## src/source/cpu_params.svh

```systemverilog
`ifndef CPU_PARAMS_SVH
`define CPU_PARAMS_SVH

// Memory bus
`define CPU_ADDR_WIDTH 6
`define CPU_DATA_WIDTH 16
`define CPU_MEM_WORDS 64

// Instruction word layout, opcode on top then X, Y, Z
`define CPU_OPCODE_WIDTH 4
`define CPU_FIELD_WIDTH 4

// Low field bits that form a direct address
`define CPU_DIRECT_BITS 3

// First instruction after reset
`define CPU_RESET_PC 8

// Cycles of steady pc that count as halted
`define CPU_HALT_WINDOW 40

`endif

```

## src/source/cpu_pkg.sv

```systemverilog
`default_nettype none
`include "cpu_params.svh"

package cpu_pkg;

    typedef logic [`CPU_ADDR_WIDTH-1:0] addr_t;
    typedef logic [`CPU_DATA_WIDTH-1:0] word_t;
    typedef logic [`CPU_FIELD_WIDTH-1:0] field_t;

    typedef enum logic [`CPU_OPCODE_WIDTH-1:0] {
        OP_MOV  = 4'b0000,
        OP_ADD  = 4'b0001,
        OP_SUB  = 4'b0010,
        OP_MUL  = 4'b0011,
        OP_IN   = 4'b0111,
        OP_OUT  = 4'b1000,
        OP_STOP = 4'b1111
    } opcode_t;

    typedef enum logic [1:0] {
        ALU_ADD,
        ALU_SUB,
        ALU_MUL
    } alu_op_t;

    // MAR sources, raw field for pointer reads
    typedef enum logic [2:0] {
        MAR_PC,
        MAR_FX,
        MAR_FY,
        MAR_FZ,
        MAR_EAX,
        MAR_EAY,
        MAR_EAZ
    } mar_sel_t;

    typedef enum logic [1:0] {
        WB_Y,
        WB_ALU,
        WB_IN
    } wb_sel_t;

    typedef enum logic [1:0] {
        SLOT_X,
        SLOT_Y,
        SLOT_Z
    } operand_t;

    typedef enum logic [4:0] {
        S_FETCH,
        S_FETCH_RD,
        S_FETCH_IR,
        S_DECODE,
        S_EA,
        S_EA_RD,
        S_EA_PTR,
        S_DISPATCH,
        S_RD,
        S_RD_MEM,
        S_RD_USE,
        S_MOV_WB,
        S_ALU_EXEC,
        S_ALU_WB,
        S_IN_WAIT,
        S_STOP_NEXT,
        S_HALT
    } seq_state_t;

endpackage

`default_nettype wire

```

## src/source/cpu_alu.sv

```systemverilog
`default_nettype none
`include "cpu_params.svh"

module cpu_alu
    import cpu_pkg::*;
(
    input  wire logic    clk,
    input  wire logic    rst_n,
    input  wire logic    alu_start,
    input  wire alu_op_t alu_op,
    input  wire word_t   y_val,
    input  wire word_t   z_val,
    output word_t        result
);

    alu_op_t op_q;
    word_t   a_q;
    word_t   b_q;

    always_ff @(posedge clk or negedge rst_n) begin
        if (!rst_n) begin
            op_q <= ALU_ADD;
        end else if (alu_start) begin
            op_q <= alu_op;
        end
    end

    always_ff @(posedge clk) begin
        if (alu_start) begin
            a_q <= y_val;
            b_q <= z_val;
        end
    end

    // All results wrap modulo 2^16
    always_comb begin
        case (op_q)
            ALU_SUB: result = a_q - b_q;
            ALU_MUL: result = a_q * b_q;
            default: result = a_q + b_q;
        endcase
    end

endmodule

`default_nettype wire

```

## src/source/cpu_datapath.sv

```systemverilog
`default_nettype none
`include "cpu_params.svh"

module cpu_datapath
    import cpu_pkg::*;
(
    input  wire logic     clk,
    input  wire logic     rst_n,
    input  wire word_t    mem,
    input  wire word_t    in,
    input  wire logic     mar_ld,
    input  wire logic     mdr_ld,
    input  wire logic     ir_ld,
    input  wire logic     pc_inc,
    input  wire logic     ea_ld,
    input  wire logic     ea_from_mdr,
    input  wire logic     y_ld,
    input  wire logic     z_ld,
    input  wire logic     out_ld,
    input  wire logic     wb_ld,
    input  wire mar_sel_t mar_sel,
    input  wire operand_t ea_slot,
    input  wire wb_sel_t  wb_sel,
    input  wire word_t    result,
    output opcode_t       opcode,
    output field_t        field_x,
    output field_t        field_y,
    output field_t        field_z,
    output word_t         y_val,
    output word_t         z_val,
    output addr_t         addr,
    output addr_t         pc,
    output word_t         data,
    output word_t         out,
    output logic          we
);

    word_t  ir;
    word_t  mdr;
    addr_t  ea_x;
    addr_t  ea_y;
    addr_t  ea_z;
    addr_t  mar_next;
    addr_t  ea_next;
    field_t slot_field;
    word_t  wb_word;

    function automatic addr_t field_addr(input field_t f);
        return addr_t'(f[`CPU_DIRECT_BITS-1:0]);
    endfunction

    assign opcode  = opcode_t'(ir[`CPU_DATA_WIDTH-1 -: `CPU_OPCODE_WIDTH]);
    assign field_x = ir[3*`CPU_FIELD_WIDTH-1 -: `CPU_FIELD_WIDTH];
    assign field_y = ir[2*`CPU_FIELD_WIDTH-1 -: `CPU_FIELD_WIDTH];
    assign field_z = ir[`CPU_FIELD_WIDTH-1:0];

    always_comb begin
        case (mar_sel)
            MAR_FX:  mar_next = field_addr(field_x);
            MAR_FY:  mar_next = field_addr(field_y);
            MAR_FZ:  mar_next = field_addr(field_z);
            MAR_EAX: mar_next = ea_x;
            MAR_EAY: mar_next = ea_y;
            MAR_EAZ: mar_next = ea_z;
            default: mar_next = pc;
        endcase
    end

    // Effective address from the field itself or from the fetched pointer
    always_comb begin
        case (ea_slot)
            SLOT_X:  slot_field = field_x;
            SLOT_Y:  slot_field = field_y;
            default: slot_field = field_z;
        endcase
        ea_next = ea_from_mdr ? mdr[`CPU_ADDR_WIDTH-1:0] : field_addr(slot_field);
    end

    always_comb begin
        case (wb_sel)
            WB_ALU:  wb_word = result;
            WB_IN:   wb_word = in;
            default: wb_word = y_val;
        endcase
    end

    always_ff @(posedge clk or negedge rst_n) begin
        if (!rst_n) begin
            pc   <= addr_t'(`CPU_RESET_PC);
            addr <= '0;
            out  <= '0;
            we   <= 1'b0;
        end else begin
            if (pc_inc) pc <= pc + 1'b1;
            if (mar_ld) addr <= mar_next;
            if (out_ld) out <= mdr;
            we <= wb_ld;
        end
    end

    always_ff @(posedge clk) begin
        if (mdr_ld) mdr <= mem;
        if (ir_ld) ir <= mdr;
        if (y_ld) y_val <= mdr;
        if (z_ld) z_val <= mdr;
        if (wb_ld) data <= wb_word;
        if (ea_ld) begin
            case (ea_slot)
                SLOT_X:  ea_x <= ea_next;
                SLOT_Y:  ea_y <= ea_next;
                default: ea_z <= ea_next;
            endcase
        end
    end

    a_mar_sel_legal: assert property (@(posedge clk) disable iff (!rst_n)
        mar_ld |-> mar_sel inside {MAR_PC, MAR_FX, MAR_FY, MAR_FZ, MAR_EAX, MAR_EAY, MAR_EAZ});

endmodule

`default_nettype wire

```

## src/source/cpu_sequencer.sv

```systemverilog
`default_nettype none
`include "cpu_params.svh"

module cpu_sequencer
    import cpu_pkg::*;
(
    input  wire logic    clk,
    input  wire logic    rst_n,
    input  wire opcode_t opcode,
    input  wire field_t  field_x,
    input  wire field_t  field_y,
    input  wire field_t  field_z,
    input  wire logic    control,
    output logic         status,
    output logic         mar_ld,
    output logic         mdr_ld,
    output logic         ir_ld,
    output logic         pc_inc,
    output logic         ea_ld,
    output logic         ea_from_mdr,
    output logic         y_ld,
    output logic         z_ld,
    output logic         out_ld,
    output logic         wb_ld,
    output logic         alu_start,
    output mar_sel_t     mar_sel,
    output operand_t     ea_slot,
    output wb_sel_t      wb_sel,
    output alu_op_t      alu_op
);

    seq_state_t state_q;
    seq_state_t state_d;
    operand_t   slot_q;
    operand_t   slot_d;
    operand_t   slot_next;
    operand_t   last_slot;
    field_t     cur_field;
    mar_sel_t   field_sel;
    mar_sel_t   ea_sel;
    logic       ea_last;
    logic       legal_op;

    assign legal_op = opcode inside {OP_MOV, OP_ADD, OP_SUB, OP_MUL, OP_IN, OP_OUT, OP_STOP};
    assign ea_slot = slot_q;
    assign slot_next = operand_t'(slot_q + 2'd1);
    assign ea_last = (slot_q == last_slot);

    // Last operand whose address the opcode needs
    always_comb begin
        case (opcode)
            OP_IN, OP_OUT: last_slot = SLOT_X;
            OP_MOV:        last_slot = SLOT_Y;
            default:       last_slot = SLOT_Z;
        endcase
    end

    always_comb begin
        case (opcode)
            OP_SUB:  alu_op = ALU_SUB;
            OP_MUL:  alu_op = ALU_MUL;
            default: alu_op = ALU_ADD;
        endcase
    end

    always_comb begin
        case (slot_q)
            SLOT_X: begin
                cur_field = field_x;
                field_sel = MAR_FX;
                ea_sel    = MAR_EAX;
            end
            SLOT_Y: begin
                cur_field = field_y;
                field_sel = MAR_FY;
                ea_sel    = MAR_EAY;
            end
            default: begin
                cur_field = field_z;
                field_sel = MAR_FZ;
                ea_sel    = MAR_EAZ;
            end
        endcase
    end

    always_comb begin
        state_d     = state_q;
        slot_d      = slot_q;
        mar_ld      = 1'b0;
        mar_sel     = MAR_PC;
        mdr_ld      = 1'b0;
        ir_ld       = 1'b0;
        pc_inc      = 1'b0;
        ea_ld       = 1'b0;
        ea_from_mdr = 1'b0;
        y_ld        = 1'b0;
        z_ld        = 1'b0;
        out_ld      = 1'b0;
        wb_ld       = 1'b0;
        wb_sel      = WB_Y;
        alu_start   = 1'b0;

        case (state_q)
            S_FETCH: begin
                mar_ld  = 1'b1;
                mar_sel = MAR_PC;
                state_d = S_FETCH_RD;
            end
            S_FETCH_RD: begin
                mdr_ld  = 1'b1;
                state_d = S_FETCH_IR;
            end
            S_FETCH_IR: begin
                ir_ld   = 1'b1;
                pc_inc  = 1'b1;
                state_d = S_DECODE;
            end
            S_DECODE: begin
                slot_d  = SLOT_X;
                state_d = legal_op ? S_EA : S_HALT;
            end
            S_EA: begin
                if (cur_field[`CPU_FIELD_WIDTH-1]) begin
                    // Pointer word lives at the field address
                    mar_ld  = 1'b1;
                    mar_sel = field_sel;
                    state_d = S_EA_RD;
                end else begin
                    // A zero field lands on address 0
                    ea_ld   = 1'b1;
                    slot_d  = ea_last ? slot_q : slot_next;
                    state_d = ea_last ? S_DISPATCH : S_EA;
                end
            end
            S_EA_RD: begin
                mdr_ld  = 1'b1;
                state_d = S_EA_PTR;
            end
            S_EA_PTR: begin
                ea_ld       = 1'b1;
                ea_from_mdr = 1'b1;
                slot_d      = ea_last ? slot_q : slot_next;
                state_d     = ea_last ? S_DISPATCH : S_EA;
            end
            S_DISPATCH: begin
                case (opcode)
                    OP_IN: begin
                        state_d = S_IN_WAIT;
                    end
                    OP_STOP: begin
                        slot_d  = SLOT_X;
                        state_d = S_STOP_NEXT;
                    end
                    OP_OUT: begin
                        slot_d  = SLOT_X;
                        state_d = S_RD;
                    end
                    default: begin
                        // MOV and the ALU ops read Y first
                        slot_d  = SLOT_Y;
                        state_d = S_RD;
                    end
                endcase
            end
            S_RD: begin
                mar_ld  = 1'b1;
                mar_sel = ea_sel;
                state_d = S_RD_MEM;
            end
            S_RD_MEM: begin
                mdr_ld  = 1'b1;
                state_d = S_RD_USE;
            end
            S_RD_USE: begin
                case (opcode)
                    OP_OUT: begin
                        out_ld  = 1'b1;
                        state_d = S_FETCH;
                    end
                    OP_STOP: begin
                        out_ld  = 1'b1;
                        slot_d  = slot_next;
                        state_d = (slot_q == SLOT_Z) ? S_HALT : S_STOP_NEXT;
                    end
                    OP_MOV: begin
                        y_ld    = 1'b1;
                        state_d = S_MOV_WB;
                    end
                    default: begin
                        if (slot_q == SLOT_Y) begin
                            y_ld    = 1'b1;
                            slot_d  = SLOT_Z;
                            state_d = S_RD;
                        end else begin
                            z_ld    = 1'b1;
                            state_d = S_ALU_EXEC;
                        end
                    end
                endcase
            end
            S_MOV_WB: begin
                wb_ld   = 1'b1;
                wb_sel  = WB_Y;
                mar_ld  = 1'b1;
                mar_sel = MAR_EAX;
                state_d = S_FETCH;
            end
            S_ALU_EXEC: begin
                alu_start = 1'b1;
                state_d   = S_ALU_WB;
            end
            S_ALU_WB: begin
                wb_ld   = 1'b1;
                wb_sel  = WB_ALU;
                mar_ld  = 1'b1;
                mar_sel = MAR_EAX;
                state_d = S_FETCH;
            end
            S_IN_WAIT: begin
                if (control) begin
                    wb_ld   = 1'b1;
                    wb_sel  = WB_IN;
                    mar_ld  = 1'b1;
                    mar_sel = MAR_EAX;
                    state_d = S_FETCH;
                end
            end
            S_STOP_NEXT: begin
                if (cur_field == '0) begin
                    slot_d  = slot_next;
                    state_d = (slot_q == SLOT_Z) ? S_HALT : S_STOP_NEXT;
                end else begin
                    state_d = S_RD;
                end
            end
            S_HALT: begin
                state_d = S_HALT;
            end
            default: begin
                state_d = S_HALT;
            end
        endcase
    end

    always_ff @(posedge clk or negedge rst_n) begin
        if (!rst_n) begin
            state_q <= S_FETCH;
            slot_q  <= SLOT_X;
            status  <= 1'b0;
        end else begin
            state_q <= state_d;
            slot_q  <= slot_d;
            status  <= (state_d == S_IN_WAIT);
        end
    end

    // Halt follows STOP or an illegal opcode and never writes
    a_halt_sticky: assert property (@(posedge clk) disable iff (!rst_n)
        state_q == S_HALT |=> state_q == S_HALT && !wb_ld
            && (opcode == OP_STOP || !legal_op));

    // Only an IN instruction waits
    a_status_in_wait: assert property (@(posedge clk) disable iff (!rst_n)
        status |-> opcode == OP_IN);

endmodule

`default_nettype wire

```

## src/source/cpu_top.sv

```systemverilog
`default_nettype none
`include "cpu_params.svh"

module cpu_top
    import cpu_pkg::*;
(
    input  wire logic  clk,
    input  wire logic  rst_n,
    input  wire word_t mem,
    input  wire word_t in,
    input  wire logic  control,
    output logic       status,
    output logic       we,
    output addr_t      addr,
    output word_t      data,
    output word_t      out,
    output addr_t      pc
);

    opcode_t  opcode;
    field_t   field_x;
    field_t   field_y;
    field_t   field_z;
    logic     mar_ld;
    logic     mdr_ld;
    logic     ir_ld;
    logic     pc_inc;
    logic     ea_ld;
    logic     ea_from_mdr;
    logic     y_ld;
    logic     z_ld;
    logic     out_ld;
    logic     wb_ld;
    logic     alu_start;
    mar_sel_t mar_sel;
    operand_t ea_slot;
    wb_sel_t  wb_sel;
    alu_op_t  alu_op;
    word_t    y_val;
    word_t    z_val;
    word_t    result;

    cpu_sequencer u_sequencer (
        .clk         (clk),
        .rst_n       (rst_n),
        .opcode      (opcode),
        .field_x     (field_x),
        .field_y     (field_y),
        .field_z     (field_z),
        .control     (control),
        .status      (status),
        .mar_ld      (mar_ld),
        .mdr_ld      (mdr_ld),
        .ir_ld       (ir_ld),
        .pc_inc      (pc_inc),
        .ea_ld       (ea_ld),
        .ea_from_mdr (ea_from_mdr),
        .y_ld        (y_ld),
        .z_ld        (z_ld),
        .out_ld      (out_ld),
        .wb_ld       (wb_ld),
        .alu_start   (alu_start),
        .mar_sel     (mar_sel),
        .ea_slot     (ea_slot),
        .wb_sel      (wb_sel),
        .alu_op      (alu_op)
    );

    cpu_datapath u_datapath (
        .clk         (clk),
        .rst_n       (rst_n),
        .mem         (mem),
        .in          (in),
        .mar_ld      (mar_ld),
        .mdr_ld      (mdr_ld),
        .ir_ld       (ir_ld),
        .pc_inc      (pc_inc),
        .ea_ld       (ea_ld),
        .ea_from_mdr (ea_from_mdr),
        .y_ld        (y_ld),
        .z_ld        (z_ld),
        .out_ld      (out_ld),
        .wb_ld       (wb_ld),
        .mar_sel     (mar_sel),
        .ea_slot     (ea_slot),
        .wb_sel      (wb_sel),
        .result      (result),
        .opcode      (opcode),
        .field_x     (field_x),
        .field_y     (field_y),
        .field_z     (field_z),
        .y_val       (y_val),
        .z_val       (z_val),
        .addr        (addr),
        .pc          (pc),
        .data        (data),
        .out         (out),
        .we          (we)
    );

    cpu_alu u_alu (
        .clk       (clk),
        .rst_n     (rst_n),
        .alu_start (alu_start),
        .alu_op    (alu_op),
        .y_val     (y_val),
        .z_val     (z_val),
        .result    (result)
    );

endmodule

`default_nettype wire

```

## config.mk

```make
export PLATFORM = sky130hd
export DESIGN_NAME = cpu_top
export DESIGN_NICKNAME = d
export VERILOG_FILES = /design/src/source/cpu_pkg.sv /design/src/source/cpu_alu.sv /design/src/source/cpu_datapath.sv /design/src/source/cpu_sequencer.sv /design/src/source/cpu_top.sv
export VERILOG_INCLUDE_DIRS = /design/src /design/src/source
export SDC_FILE = /design/constraint.sdc
export NUM_CORES = 1
export LEC_CHECK = 0
export BUFFER_PORTS_ARGS = -buffer_cell sky130_fd_sc_hd__buf_2
export CAP_MARGIN = 20
export CORE_MARGIN = 1.5
export CORE_UTILIZATION = 55
export CTS_CLUSTER_DIAMETER = 150
export CTS_CLUSTER_SIZE = 40
export DETAILED_ROUTE_END_ITERATION = 12
export HOLD_SLACK_MARGIN = 0.12
export PLACE_DENSITY = 0.71
export SETUP_SLACK_MARGIN = 0.4
export SYNTH_ARGS = -nofsm -noshare
export SYNTH_HDL_FRONTEND = slang
export SYNTH_HIERARCHICAL = 1
export SYNTH_SLANG_ARGS = --single-unit
```

## constraint.sdc

```tcl
create_clock -name clk -period 8.5 [get_ports clk]
set_clock_uncertainty 0.15 [all_clocks]
set_input_delay 1.275 -clock clk [delete_from_list [all_inputs] [get_ports clk]]
set_output_delay 1.275 -clock clk [all_outputs]
set_load 0.02 [all_outputs]
```

Word level (Yosys, flattened, before mapping)
Index checks and enable logic that the tools add are counted.

word-level totals
  register bits = 169
  input bits = 35
  output and inout bits = 46
  logic and storage cells = 131

cells by class
  $add $sub $neg = 4
  $mul = 1
  equality and inequality tests = 40
  mux-type cells = 49
  bitwise operators = 1
  reductions and logical operators = 18

operators by type and width
  operator                                                                number
  5-bit one-hot mux with 15 select lines                                  1
  16-bit one-hot mux with 2 select lines                                  2
  5-bit by 4-bit equality test with 1-bit output (second input constant)  9
  6-bit one-hot mux with 6 select lines                                   1
  2-bit one-hot mux with 2 select lines                                   7
  5-bit two-way mux                                                       5
  5-bit by 3-bit equality test with 1-bit output (second input constant)  4
  16-bit adder                                                            1
  16-bit by 16-bit multiplier with 16-bit output                          1
  16-bit subtractor                                                       1
  5-bit one-hot mux with 3 select lines                                   1
  1-bit two-way mux                                                       14
  2-bit two-way mux                                                       7
  2-bit one-hot mux with 6 select lines                                   1
  3-bit one-hot mux with 4 select lines                                   1
  5-bit by 2-bit equality test with 1-bit output (second input constant)  2
  2-bit OR reduction                                                      5
  3-bit equality test (second input constant)                             3
  4-bit by 2-bit equality test with 1-bit output (second input constant)  2
  4-bit equality test (second input constant)                             2
  4-bit zero test                                                         2
  4-bit one-hot mux with 2 select lines                                   1
  7-bit nonzero test                                                      1
  6-bit by 1-bit adder with 6-bit output (second input constant)          1
  other kinds (25)                                                        38

Logic depth before layout (Yosys ltp)
Gate-level depths: netlist of the first run.

  depth in word-level cells = 8
  gate-level depth with buffers = 23
  gate-level depth less buffers = 21

Modules after synthesis
Netlist of the first run, hierarchy kept.

by module, submodules not included
  module         times used  cells each  area each (sq um)  sequential area each (sq um)
  cpu_alu        1           682         6,236.0            1,011.0
  cpu_datapath   1           310         4,863.4            3,669.8
  cpu_sequencer  1           158         1,186.1            200.2

Worst setup path before layout of the first run
Ideal clock, no wire load.

  path type = register to register
  from = register u_alu.b_q[6]
  to = register u_datapath.data[15], data pin
  library setup time = 0.267 ns
  arrival = 5.666 ns
  data required time = 8.083 ns
  setup slack = 2.418 ns
  cell stages (with the launch flop) = 22
  buffers on the path = 1
  period minus slack after synthesis = 6.082 ns
  path through = edfxtp_1 -> clkbuf_1 -> and2_1 -> fa_1 -> inv_1 -> fa_1 -> fa_1 -> fa_1 -> inv_1 -> fa_1 -> inv_1 -> fa_1 -> inv_1 -> ha_1 -> a21o_1 -> a221o_1 -> a21o_1 -> a21oi_1 -> xnor2_1 -> mux2i_1 -> a22oi_1 -> o21ai_0

on the way
  word-level cells in the longest chain between the ends = 3
  elaborated cells on any way between the ends = 5
  classes of those cells = 2 x add/sub; 1 x mul; 2 x mux

RTL lines
  what                                                                    RTL line             text
  from (decl)                                                             cpu_alu.sv:18        word_t b_q;
  from (signal assigned)                                                  cpu_alu.sv:31        b_q <= z_val;
  16-bit by 16-bit multiplier with 16-bit output (tied with other cells)  cpu_alu.sv:39        ALU_MUL: result = a_q * b_q;
  16-bit one-hot mux with 2 select lines *                                cpu_alu.sv:37        case (op_q)
  via result[15]                                                          cpu_top.sv:41        word_t result;
  16-bit one-hot mux with 2 select lines *                                cpu_datapath.sv:80   case (wb_sel)
  via u_datapath.wb_word[15]                                              cpu_datapath.sv:46   word_t wb_word;
  to (signal assigned)                                                    cpu_datapath.sv:106  if (wb_ld) data <= wb_word;
  to (decl)                                                               cpu_datapath.sv:33   output word_t data,

Mark *: on every way through the listed nets, which the timed path passes. The rest lies on a longest branch.
A chain may end at the register's enable or synchronous reset.

Worst setup path after layout of the first run
Same ends and word-level chain as after synthesis.

==> results of run 1 <==
[worst max-delay path, stage by stage (launching register included)]
cell	delay, ns
sky130_fd_sc_hd__edfxtp_1	0.59
sky130_fd_sc_hd__and2_1	0.27
sky130_fd_sc_hd__fa_1	0.53
sky130_fd_sc_hd__inv_1	0.05
sky130_fd_sc_hd__fa_1	0.56
sky130_fd_sc_hd__fa_1	0.45
sky130_fd_sc_hd__fa_1	0.51
sky130_fd_sc_hd__inv_1	0.06
sky130_fd_sc_hd__fa_1	0.53
sky130_fd_sc_hd__inv_1	0.06
sky130_fd_sc_hd__fa_1	0.52
sky130_fd_sc_hd__inv_1	0.05
sky130_fd_sc_hd__ha_1	0.35
sky130_fd_sc_hd__a21o_1	0.20
sky130_fd_sc_hd__a221o_1	0.37
sky130_fd_sc_hd__a21o_1	0.18
sky130_fd_sc_hd__a21oi_1	0.32
sky130_fd_sc_hd__xnor2_1	0.16
sky130_fd_sc_hd__mux2i_1	0.09
sky130_fd_sc_hd__a22oi_1	0.20
sky130_fd_sc_hd__o21ai_0	0.09
[sequential cells by signal (all words and copies together) (netlist names)]
| register | cells |
|---|---|
| u_datapath/out | 16 |
| u_sequencer/ea_slot | 2 |
| u_datapath/pc | 6 |
| u_datapath/y_val | 16 |
| u_datapath/ea_z | 6 |
| u_datapath/addr | 6 |
| u_datapath/ea_y | 6 |
| u_datapath/we | 1 |
| u_datapath/ir | 16 |
| u_sequencer/state_q | 5 |
| u_sequencer/status | 1 |
| u_datapath/ea_x | 6 |
| u_alu/b_q | 16 |
| u_alu/op_q | 2 |
| u_datapath/mdr | 16 |
| u_datapath/z_val | 16 |
| u_datapath/data | 16 |
| u_alu/a_q | 16 |
[routing by layer]
| layer | vias to the layer above | wire length (um) | track usage |
|---|---|---|---|
| li1 | 4054 | - | - |
| met1 | 4208 | 12100 | 0.329 |
| met2 | 279 | 14600 | 0.440 |
| met3 | 49 | 1330 | 0.0259 |
| met4 | 0 | 910 | 0.103 |
| met5 | - | 0 | 0 |
[power groups by stage]
| stage | clock (mW) | sequential, mW | combinational (mW) |
|---|---|---|---|
| finish | 0.774 | 1.11 | 0.580 |
| detailed placement | 0 | 1.12 | 0.574 |
| CTS | 0.788 | 1.11 | 0.576 |
| global placement | 0 | 1.12 | 0.565 |
| global route | 0.814 | 1.12 | 0.624 |
| floorplan | 0 | 1.13 | 0.383 |
[metrics by stage]
stage | worst slack, ns | hold WS (ns) | instances | utilization | cell area, um2
final | 1.91 | 0.268 | 1497 | 0.617 | 13500
after global routing | 1.67 | 0.276 | 1497 | 0.617 | 13500
after CTS | 1.94 | 0.270 | 1496 | 0.616 | 13500
after detailed placement | 1.95 | 0.255 | 1464 | 0.588 | 12900
after global placement | 2.06 | 0.251 | 1464 | 0.588 | 12900
after floorplan | 2.42 | 0.250 | 1150 | - | 12300
[how the worst min path moves through the flow]
stage | cells past startpoint | end | slack [ns] | start
after global placement | 0 | u_alu/b_q[13] | 0.25 | u_datapath/z_val[13]
after CTS | 0 | u_alu/b_q[0] | 0.27 | u_datapath/z_val[0]
after global routing | 0 | u_alu/b_q[0] | 0.28 | u_datapath/z_val[0]
after floorplan | 0 | u_alu/b_q[0] | 0.25 | u_datapath/z_val[0]
final | 0 | u_alu/b_q[9] | 0.27 | u_datapath/z_val[9]
after detailed placement | 0 | u_alu/b_q[0] | 0.25 | u_datapath/z_val[0]
[placed cells by master (no fill, tap or decap), types with 4 or more instances in the layout]
cell type and n:
sky130_fd_sc_hd__ha_1 73, sky130_fd_sc_hd__clkbuf_16 19, sky130_fd_sc_hd__nor4_1 5, sky130_fd_sc_hd__nand2b_1 12, sky130_fd_sc_hd__edfxtp_1 130, sky130_fd_sc_hd__dfrtp_1 38, sky130_fd_sc_hd__nand4_1 5, sky130_fd_sc_hd__o31ai_1 11
sky130_fd_sc_hd__a21o_1 10, sky130_fd_sc_hd__o21ai_0 62, sky130_fd_sc_hd__o22ai_1 6, sky130_fd_sc_hd__o21bai_1 4, sky130_fd_sc_hd__a22oi_1 16, sky130_fd_sc_hd__nor2_1 46, sky130_fd_sc_hd__nand2_1 114, sky130_fd_sc_hd__a211oi_1 7
sky130_fd_sc_hd__o21a_1 10, sky130_fd_sc_hd__mux2i_1 13, sky130_fd_sc_hd__nand3_1 14, sky130_fd_sc_hd__nor2b_1 11, sky130_fd_sc_hd__a21oi_1 39, sky130_fd_sc_hd__fa_1 81, sky130_fd_sc_hd__or3_1 4, sky130_fd_sc_hd__buf_4 13
sky130_fd_sc_hd__a31o_2 5, sky130_fd_sc_hd__xnor2_1 43, sky130_fd_sc_hd__and2_1 75, sky130_fd_sc_hd__a31oi_1 4, sky130_fd_sc_hd__inv_1 123, sky130_fd_sc_hd__o2111ai_1 5, sky130_fd_sc_hd__nor3_1 18, sky130_fd_sc_hd__xor2_1 22
sky130_fd_sc_hd__mux2_2 19, sky130_fd_sc_hd__buf_2 80
[final cells by class]
class,count,share of cell area
Sequential cell,169,0.362
Clock buffer,22,0.0368
Timing Repair Buffer,94,0.0384
Inverter,123,0.0342
Multi-Input combinational cell,799,0.495
Tap cell,280,0.0260
Clock inverter,10,0.00779
[logic make-up after synthesis]
kind of cell             Yosys count
AO/OA/AOI/OAI                    203
AND/OR/NAND/NOR                  340
multiplexers                      35
XOR/XNOR                          67
flip-flops                       169
adder cells (fa/ha/maj)          154
buffers and inverters            182
==> results.toml, run 1 <==
[setup_path]
r2r_start = "u_alu/b_q[6]"
cp_data_arrival_time_ns = 6.59
r2r_setup_slack_ns = 1.91
critPathCapture = "u_datapath/data[15]"
cp_startpoint_kind = "flop"
setup.worst_path.start = "u_alu/b_q[6]"
rr_worst_depth = 20
worst_r2r_endpoint = "u_datapath/data[15]"
critical_path_class = "flop to flop"
worst_ep_required_time_ns = 8.50
critPathCaptureType = "flop"
worstPathMaxFanout = 14

[timing]
final_max_slew_viol_count = 0
report.final.setup_viol = 0
achievable-frequency_mhz = 152
worst-slew-pin-transition_ns = 1.10
final_hold_vios = 0
fin_crit_ns = 6.59
tns_ns = 0
min_period_over_period = 0.775
grt_setup_unrepaired = "false"
max_slew_margin = 0.268

[power_and_ir_drop]
clkPwrFrac = 0.314
power_per_cell_area_mw_per_mm2 = 183
p_int_mw = 1.68
total_power_mw = 2.46
share_seq_of_total_power = 0.450
swShare = 0.319
combPwrFrac = 0.235
leakage_nw = 5.68
peakVddDrop_mv = 0.203
power.switching_mw = 0.786

[outcome]
status = "finished, final reports clean"

[synth]
yosys.area.top_type = "sky130_fd_sc_hd__edfxtp_1"
yosys.cell_count.top_type = "sky130_fd_sc_hd__edfxtp_1"
synth-simple-area-share = 0.148
synth.avg_cell_area_um2 = 10.7
synth_area_leaders = "sky130_fd_sc_hd__edfxtp_1, sky130_fd_sc_hd__fa_1, sky130_fd_sc_hd__dfrtp_1"
synth_fa_ha_area_frac = 0.206
synthArstFlopShare = 0.231
ys_ff_latch = 169
fraction_of_the_yosys_area_taken_by_sequential_cells = 0.397
synthesis.nets = 1339
synth_compound_area_frac = 0.107
ys_types = 78
synth_top_cells_by_count = "sky130_fd_sc_hd__edfxtp_1, sky130_fd_sc_hd__inv_1, sky130_fd_sc_hd__nand2_1"
synth_flop_cell = "sky130_fd_sc_hd__edfxtp_1"
synth_mux_area_frac = 0.0314
synthDominantCellAreaShare = 0.318
synth-xor-area-share = 0.0495
synth_edf_count = 130
post_synth_inst_count = 1150
main_combinational_cell_family_by_area_after_synthesis = "adder cells"
post_synthesis_instance_area_mm2 = 0.0123
yosys_warnings = 6

[layout]
post_route_cells_drive_above_1_share = 0.142
nets = 1393
fillers = 1779
ff_latch_area_mm2 = 0.00488
num_antenna_cells = 0
multi_input_comb_area_mm2 = 0.00669
area_growth_syn_to_layout_pct = 9.89

[die]
core_region_area_mm2 = 0.0219
floorplan.rows = 54
initial_core_util = 0.561
total_die_area_mm2 = 0.0232
die-width_um = 152
top_level_ports = 81
vertical_extent_of_the_die_um = 152

[clocking]
post_cts_buffers = 0
cts.path.max_buffers = 2
clk_root_buffer_cell = "sky130_fd_sc_hd__clkbuf_16"
cts_tree = "done"
numClockSinks = 169
cts_made_buffers = 17
worst_setup_hold_path_clk_slew_ns = 0.07
clock_insertion_delay_worst_skew_ns = 0.43
number_of_hold_buffers_added_after_cts = 0
cts_resized = 0
htreeDepth = 4

[global_routing]
pin_count_of_the_biggest_net_entering_global_routing = 40
grt_antenna_before_repair = 0
gr-total-overflow = 0
gr-usage-all-layers = 0.254
first_global_vias = 8558
first_pass_grt_wire_length_um = 46000

[routing]
final_routed_drc_violation_total = 0
wire_per_inst_um = 19.4
final_antenna_net_count = 0
routed-via-count = 8590
drt_wl_total_um = 29000
drt_first_pass_iters = 6
detailedRoute.firstIterationViolations = 666
viasPerCell = 5.74

[placed_design]
io_buffers = 80
dp_hpwl_um = 21800
routabilityCongestion = 0.892

[job]
drv.max_cap_violation_count = 0

[worst_hold_path]
worst_hold_path_type = "flop to flop"
Note: power is estimated with default switching activity, not from simulation.
==> inputs of run 2 (changes only) <==
ABC_AREA = 1   (was unset)
clock period = 6.9 ns   (was 8.5 ns; I/O delays follow)
==> results.toml, run 2 <==
[outcome]
status = "finished, final reports clean"

[clocking]
post_cts_buffers = 0
number_of_hold_buffers_added_after_cts = 0
cts_tree = "done"
clock_insertion_delay_worst_skew_ns = 0.43
cts_made_buffers = 17
worst_setup_hold_path_clk_slew_ns = 0.07
numClockSinks = 169
htreeDepth = 4
cts_resized = 0
cts.path.max_buffers = 2
clk_root_buffer_cell = "sky130_fd_sc_hd__clkbuf_16"

[setup_path]
cp_data_arrival_time_ns = 6.10
buffers_inverters_on_critical_path = 5
critPathCaptureType = "flop"
critPathTopFamily = "adder cells"
critical_path_class = "flop to flop"
crit_path_max_incr_delay_ns = 0.65
critical-path-slowest-cell = "sky130_fd_sc_hd__edfxtp_1"
worst_ep_required_time_ns = 6.92
cp_startpoint_kind = "flop"
worstPathMaxFanout = 16

[die]
total_die_area_mm2 = 0.0238
floorplan.rows = 55
die-width_um = 154
initial_core_util = 0.559
core_region_area_mm2 = 0.0226
vertical_extent_of_the_die_um = 154
top_level_ports = 81

[routing]
drt_first_pass_iters = 5
drt_wl_total_um = 29700
final_routed_drc_violation_total = 0
wire_per_inst_um = 16.2
routed-via-count = 9571
detailedRoute.firstIterationViolations = 737
final_antenna_net_count = 0
viasPerCell = 5.23

[timing]
grt_setup_unrepaired = "false"
min_period_over_period = 0.881
final_max_slew_viol_count = 0
tns_ns = 0
fin_crit_ns = 6.08
report.final.setup_viol = 0
final_hold_vios = 0
achievable-frequency_mhz = 165
max_slew_margin = 0.376
worst-slew-pin-transition_ns = 0.936

[global_routing]
gr-usage-all-layers = 0.259
gr-total-overflow = 0
first_pass_grt_wire_length_um = 47300
first_global_vias = 9243
grt_antenna_before_repair = 0
pin_count_of_the_biggest_net_entering_global_routing = 40

[power_and_ir_drop]
peakVddDrop_mv = 0.244
power_per_cell_area_mw_per_mm2 = 186
leakage_nw = 7.04

[synth]
synthDominantCellAreaShare = 0.310
post_synth_inst_count = 1471
synthArstFlopShare = 0.231
synth_edf_count = 130
synth_flop_cell = "sky130_fd_sc_hd__edfxtp_1"
post_synthesis_instance_area_mm2 = 0.0126
synthesis.nets = 1660
fraction_of_the_yosys_area_taken_by_sequential_cells = 0.387
yosys_warnings = 6
synth_top_cells_by_count = "sky130_fd_sc_hd__nand2_1, sky130_fd_sc_hd__inv_1, sky130_fd_sc_hd__edfxtp_1"
yosys.cell_count.top_type = "sky130_fd_sc_hd__nand2_1"
synth_area_leaders = "sky130_fd_sc_hd__edfxtp_1, sky130_fd_sc_hd__fa_1, sky130_fd_sc_hd__nand2_1"
ys_ff_latch = 169
yosys.area.top_type = "sky130_fd_sc_hd__edfxtp_1"
ys_types = 44
synth.avg_cell_area_um2 = 8.57

[job]
drv.max_cap_violation_count = 0

[placed_design]
placed_cells_incl_taps = 1797
routabilityCongestion = 0.907
io_buffers = 80
dp_hpwl_um = 23700

[layout]
post_route_cells_drive_above_1_share = 0.113
area_growth_syn_to_layout_pct = 8.71
nets = 1720
num_antenna_cells = 0
fin_cells = 1829
mostFrequentLayoutCell = "sky130_fd_sc_hd__nand2_1"
layout_common_cells = "sky130_fd_sc_hd__nand2_1, sky130_fd_sc_hd__inv_1, sky130_fd_sc_hd__edfxtp_1"

[worst_hold_path]
worst_hold_path_type = "flop to flop"
run 2: cell count changes after synthesis, moves of 16 or more:
| cell | change |
|---|---|
| sky130_fd_sc_hd__a21oi_1 | +36 |
| sky130_fd_sc_hd__a22oi_1 | -16 |
| sky130_fd_sc_hd__and2_1 | -75 |
| sky130_fd_sc_hd__clkbuf_1 | -17 |
| sky130_fd_sc_hd__inv_1 | +180 |
| sky130_fd_sc_hd__nand2_1 | +266 |
| sky130_fd_sc_hd__nand3_1 | +54 |
| sky130_fd_sc_hd__nand4_1 | +19 |
| sky130_fd_sc_hd__nor2_1 | +30 |
| sky130_fd_sc_hd__o21ai_0 | -16 |
| sky130_fd_sc_hd__xnor2_1 | -32 |
run 2: cell families (layout without fill, tap and decap cells):
kind of cell	count (synthesis)	after routing	share of synthesized area
flops	169	169	0.387
xor+xnor	35	35	0.0243
fa+ha+maj	154	154	0.201
compound gates	145	145	0.0609
buf+inv	363	436	0.115
simple gates	589	589	0.197
mux	16	16	0.0143
run 2: layout make-up:
cell class,instances,area [um2]
fillers,2015,8870
clock inverters,9,68.8
well taps,285,357
repair buffers,89,468
flip-flops and latches,169,4880
multi-input cells,939,6280
clock buffers,23,468
inverters,315,1180
run 2: metrics by stage:
step	util	hold WS, ns	total power, mW	worst slack [ns]	cell area, um2
2_1_floorplan	-	0.250	1.55	1.30	12600
3_3_place_gp	0.583	0.253	1.69	0.919	13200
3_5_place_dp	0.583	0.257	1.69	0.825	13200
4_1_cts	0.607	0.271	2.56	0.806	13700
5_1_grt	0.607	0.276	2.66	0.485	13700
6_report	0.607	0.269	2.54	0.821	13700
run 2: worst paths after layout:
path	from	endpoint	slack (ns)	cells past startpoint
setup / recovery	u_alu/b_q[4]	u_datapath/data[15]	0.82	25
hold / removal	u_datapath/z_val[8]	u_alu/b_q[8]	0.27	0
setup reg to reg	u_alu/b_q[4]	u_datapath/data[15]	0.82	25
hold reg to reg	u_datapath/z_val[8]	u_alu/b_q[8]	0.27	0
max in group asynchronous	rst_n	u_sequencer/state_q[3]	5.40	1
min in group asynchronous	rst_n	u_datapath/out[8]	0.60	1
run 2: per-layer routing:
metal | GRT usage | vias to the layer above | wire (um)
met2 | 0.451 | 283 | 15000
met4 | 0.120 | 0 | 1090
met3 | 0.0328 | 50 | 1440
li1 | - | 4723 | -
met5 | 0 | - | 0
met1 | 0.323 | 4515 | 12200
run 2: power by group:
group          leakage, nW  internal [mW]  switching [mW]
logic                 5.10          0.121           0.275
registers             1.69           1.20          0.0834
clock network        0.255          0.483           0.382
==> inputs of run 3 (changes only) <==
MAX_ROUTING_LAYER = met4   (was unset)
==> results.toml, run 3 (synthesis gave the netlist of run 2 again) <==
[timing]
final_max_slew_viol_count = 0
min_period_over_period = 0.891
max_slew_margin = 0.399
final_hold_vios = 0
grt_setup_unrepaired = "false"
worst-slew-pin-transition_ns = 0.895
achievable-frequency_mhz = 163
timing.hold.ws_ns = 0.265
final.setup.worst_slack_ns = 0.750
tns_ns = 0
report.final.setup_viol = 0
fin_crit_ns = 6.15

[clocking]
post_cts_buffers = 0
numClockSinks = 169
cts_tree = "done"
clk_root_buffer_cell = "sky130_fd_sc_hd__clkbuf_16"
cts.path.max_buffers = 2
number_of_hold_buffers_added_after_cts = 0
worst_setup_hold_path_clk_slew_ns = 0.07
clock_insertion_delay_worst_skew_ns = 0.43
htreeDepth = 4
cts_resized = 0
cts_made_buffers = 17

[setup_path]
cp_data_arrival_time_ns = 6.27
critPathCapture = "u_datapath/data[15]"
critPathCaptureType = "flop"
worstPathMaxFanout = 11
cp_startpoint_kind = "flop"
worst_ep_required_time_ns = 7.02
rr_worst_depth = 26
critical_path_class = "flop to flop"
r2r_setup_slack_ns = 0.75
r2r_start = "u_alu/a_q[6]"
worst_r2r_endpoint = "u_datapath/data[15]"
setup.worst_path.start = "u_alu/a_q[6]"

[die]
total_die_area_mm2 = 0.0238
core_region_area_mm2 = 0.0226
initial_core_util = 0.559
die-width_um = 154
top_level_ports = 81
vertical_extent_of_the_die_um = 154
floorplan.rows = 55

[placed_design]
dp_slack_ns = 0.831
cell_area_reported_after_detailed_placement_mm2 = 0.0132
routabilityCongestion = 0.887
placed_cells_incl_taps = 1798
io_buffers = 80
dp_hpwl_um = 24000

[routing]
final_antenna_net_count = 0
wire_per_inst_um = 16.7
detailedRoute.firstIterationViolations = 708
routed-via-count = 9695
drt_wl_total_um = 30600
drt_first_pass_iters = 5
viasPerCell = 5.29
final_routed_drc_violation_total = 0

[worst_hold_path]
worst_hold_path_type = "flop to flop"

[power_and_ir_drop]
power_per_cell_area_mw_per_mm2 = 193
clkPwrFrac = 0.369
total_power_mw = 2.66
power.switching_mw = 0.801
p_int_mw = 1.86
peakVddDrop_mv = 0.216
swShare = 0.301
combPwrFrac = 0.150
leakage_nw = 7.11
share_seq_of_total_power = 0.481

[global_routing]
gr-usage-all-layers = 0.271
grt_antenna_before_repair = 0
first_global_vias = 9587
pin_count_of_the_biggest_net_entering_global_routing = 40
first_pass_grt_wire_length_um = 48200
gr-total-overflow = 0

[layout]
num_antenna_cells = 0
area_growth_syn_to_layout_pct = 9.68
layout_common_cells = "sky130_fd_sc_hd__nand2_1, sky130_fd_sc_hd__inv_1, sky130_fd_sc_hd__edfxtp_1"
mostFrequentLayoutCell = "sky130_fd_sc_hd__nand2_1"
fillers = 1942
final_util = 0.613
layout.cell_area.non_filler_mm2 = 0.0138
fin_cells = 1831
post_route_cells_drive_above_1_share = 0.116
nets = 1722

[outcome]
status = "finished, final reports clean"

[job]
drv.max_cap_violation_count = 0
[run 3: changes by cell type in the layout (fill, tap and decap cells not counted), moves of 2 or more]
cell	change
sky130_fd_sc_hd__clkinv_8	+4
sky130_fd_sc_hd__clkinvlp_4	-2
sky130_fd_sc_hd__clkbuf_1	-4
sky130_fd_sc_hd__clkbuf_8	-2
sky130_fd_sc_hd__inv_8	+3
[run 3: how the worst min path moves through the flow]
stage | start | depth (start not counted) | end
floorplan | u_datapath/z_val[0] | 0 | u_alu/b_q[0]
global placement | u_datapath/z_val[8] | 0 | u_alu/b_q[8]
detailed placement | u_datapath/z_val[10] | 0 | u_alu/b_q[10]
CTS | u_datapath/z_val[11] | 0 | u_alu/b_q[11]
global route | u_datapath/z_val[11] | 0 | u_alu/b_q[11]
finish | u_datapath/z_val[6] | 0 | u_alu/b_q[6]
[run 3: area by class of cell]
cell class,instances,area (um2),area share
tap,285,357,0.0258
clock inverter,14,180,0.0130
inverter,315,1180,0.0856
multi-input combinational,939,6280,0.454
timing repair buffer,91,495,0.0358
clock buffer,18,450,0.0326
sequential,169,4880,0.353
[run 3: routing by layer]
metal	global-route usage	part of all wire	wire length, um	vias to the layer above
met5	-	0	0	-
met4	0.135	0.045	1390	0
li1	-	-	-	4726
met3	0.0336	0.054	1640	68
met1	0.326	0.40	12300	4572
met2	0.453	0.50	15200	329
[run 3: critical path: stages (launching register included)]
cell and delay, ns:
sky130_fd_sc_hd__edfxtp_1 0.65, sky130_fd_sc_hd__nand2_1 0.14, sky130_fd_sc_hd__inv_1 0.06, sky130_fd_sc_hd__fa_1 0.52, sky130_fd_sc_hd__inv_1 0.06, sky130_fd_sc_hd__fa_1 0.53
sky130_fd_sc_hd__inv_1 0.05, sky130_fd_sc_hd__fa_1 0.51, sky130_fd_sc_hd__fa_1 0.44, sky130_fd_sc_hd__fa_1 0.55, sky130_fd_sc_hd__inv_1 0.06, sky130_fd_sc_hd__fa_1 0.59
sky130_fd_sc_hd__inv_1 0.06, sky130_fd_sc_hd__ha_1 0.40, sky130_fd_sc_hd__nand2_1 0.08, sky130_fd_sc_hd__nor2_1 0.12, sky130_fd_sc_hd__nand3_1 0.09, sky130_fd_sc_hd__nand4_1 0.13
sky130_fd_sc_hd__nand2_1 0.09, sky130_fd_sc_hd__nand2_1 0.06, sky130_fd_sc_hd__a21o_1 0.12, sky130_fd_sc_hd__inv_1 0.04, sky130_fd_sc_hd__nand2_1 0.06, sky130_fd_sc_hd__nand3_1 0.07
sky130_fd_sc_hd__nand2_1 0.08, sky130_fd_sc_hd__nand2_1 0.05, sky130_fd_sc_hd__a21oi_1 0.21
[run 3: power groups by stage]
stage          combinational, mW  clock [mW]  sequential, mW
2_1_floorplan              0.245           0            1.30
4_1_cts                    0.396        1.00            1.28
3_5_place_dp               0.393           0            1.30
3_3_place_gp               0.390           0            1.30
6_report                   0.400       0.983            1.28
5_1_grt                    0.444        1.04            1.29
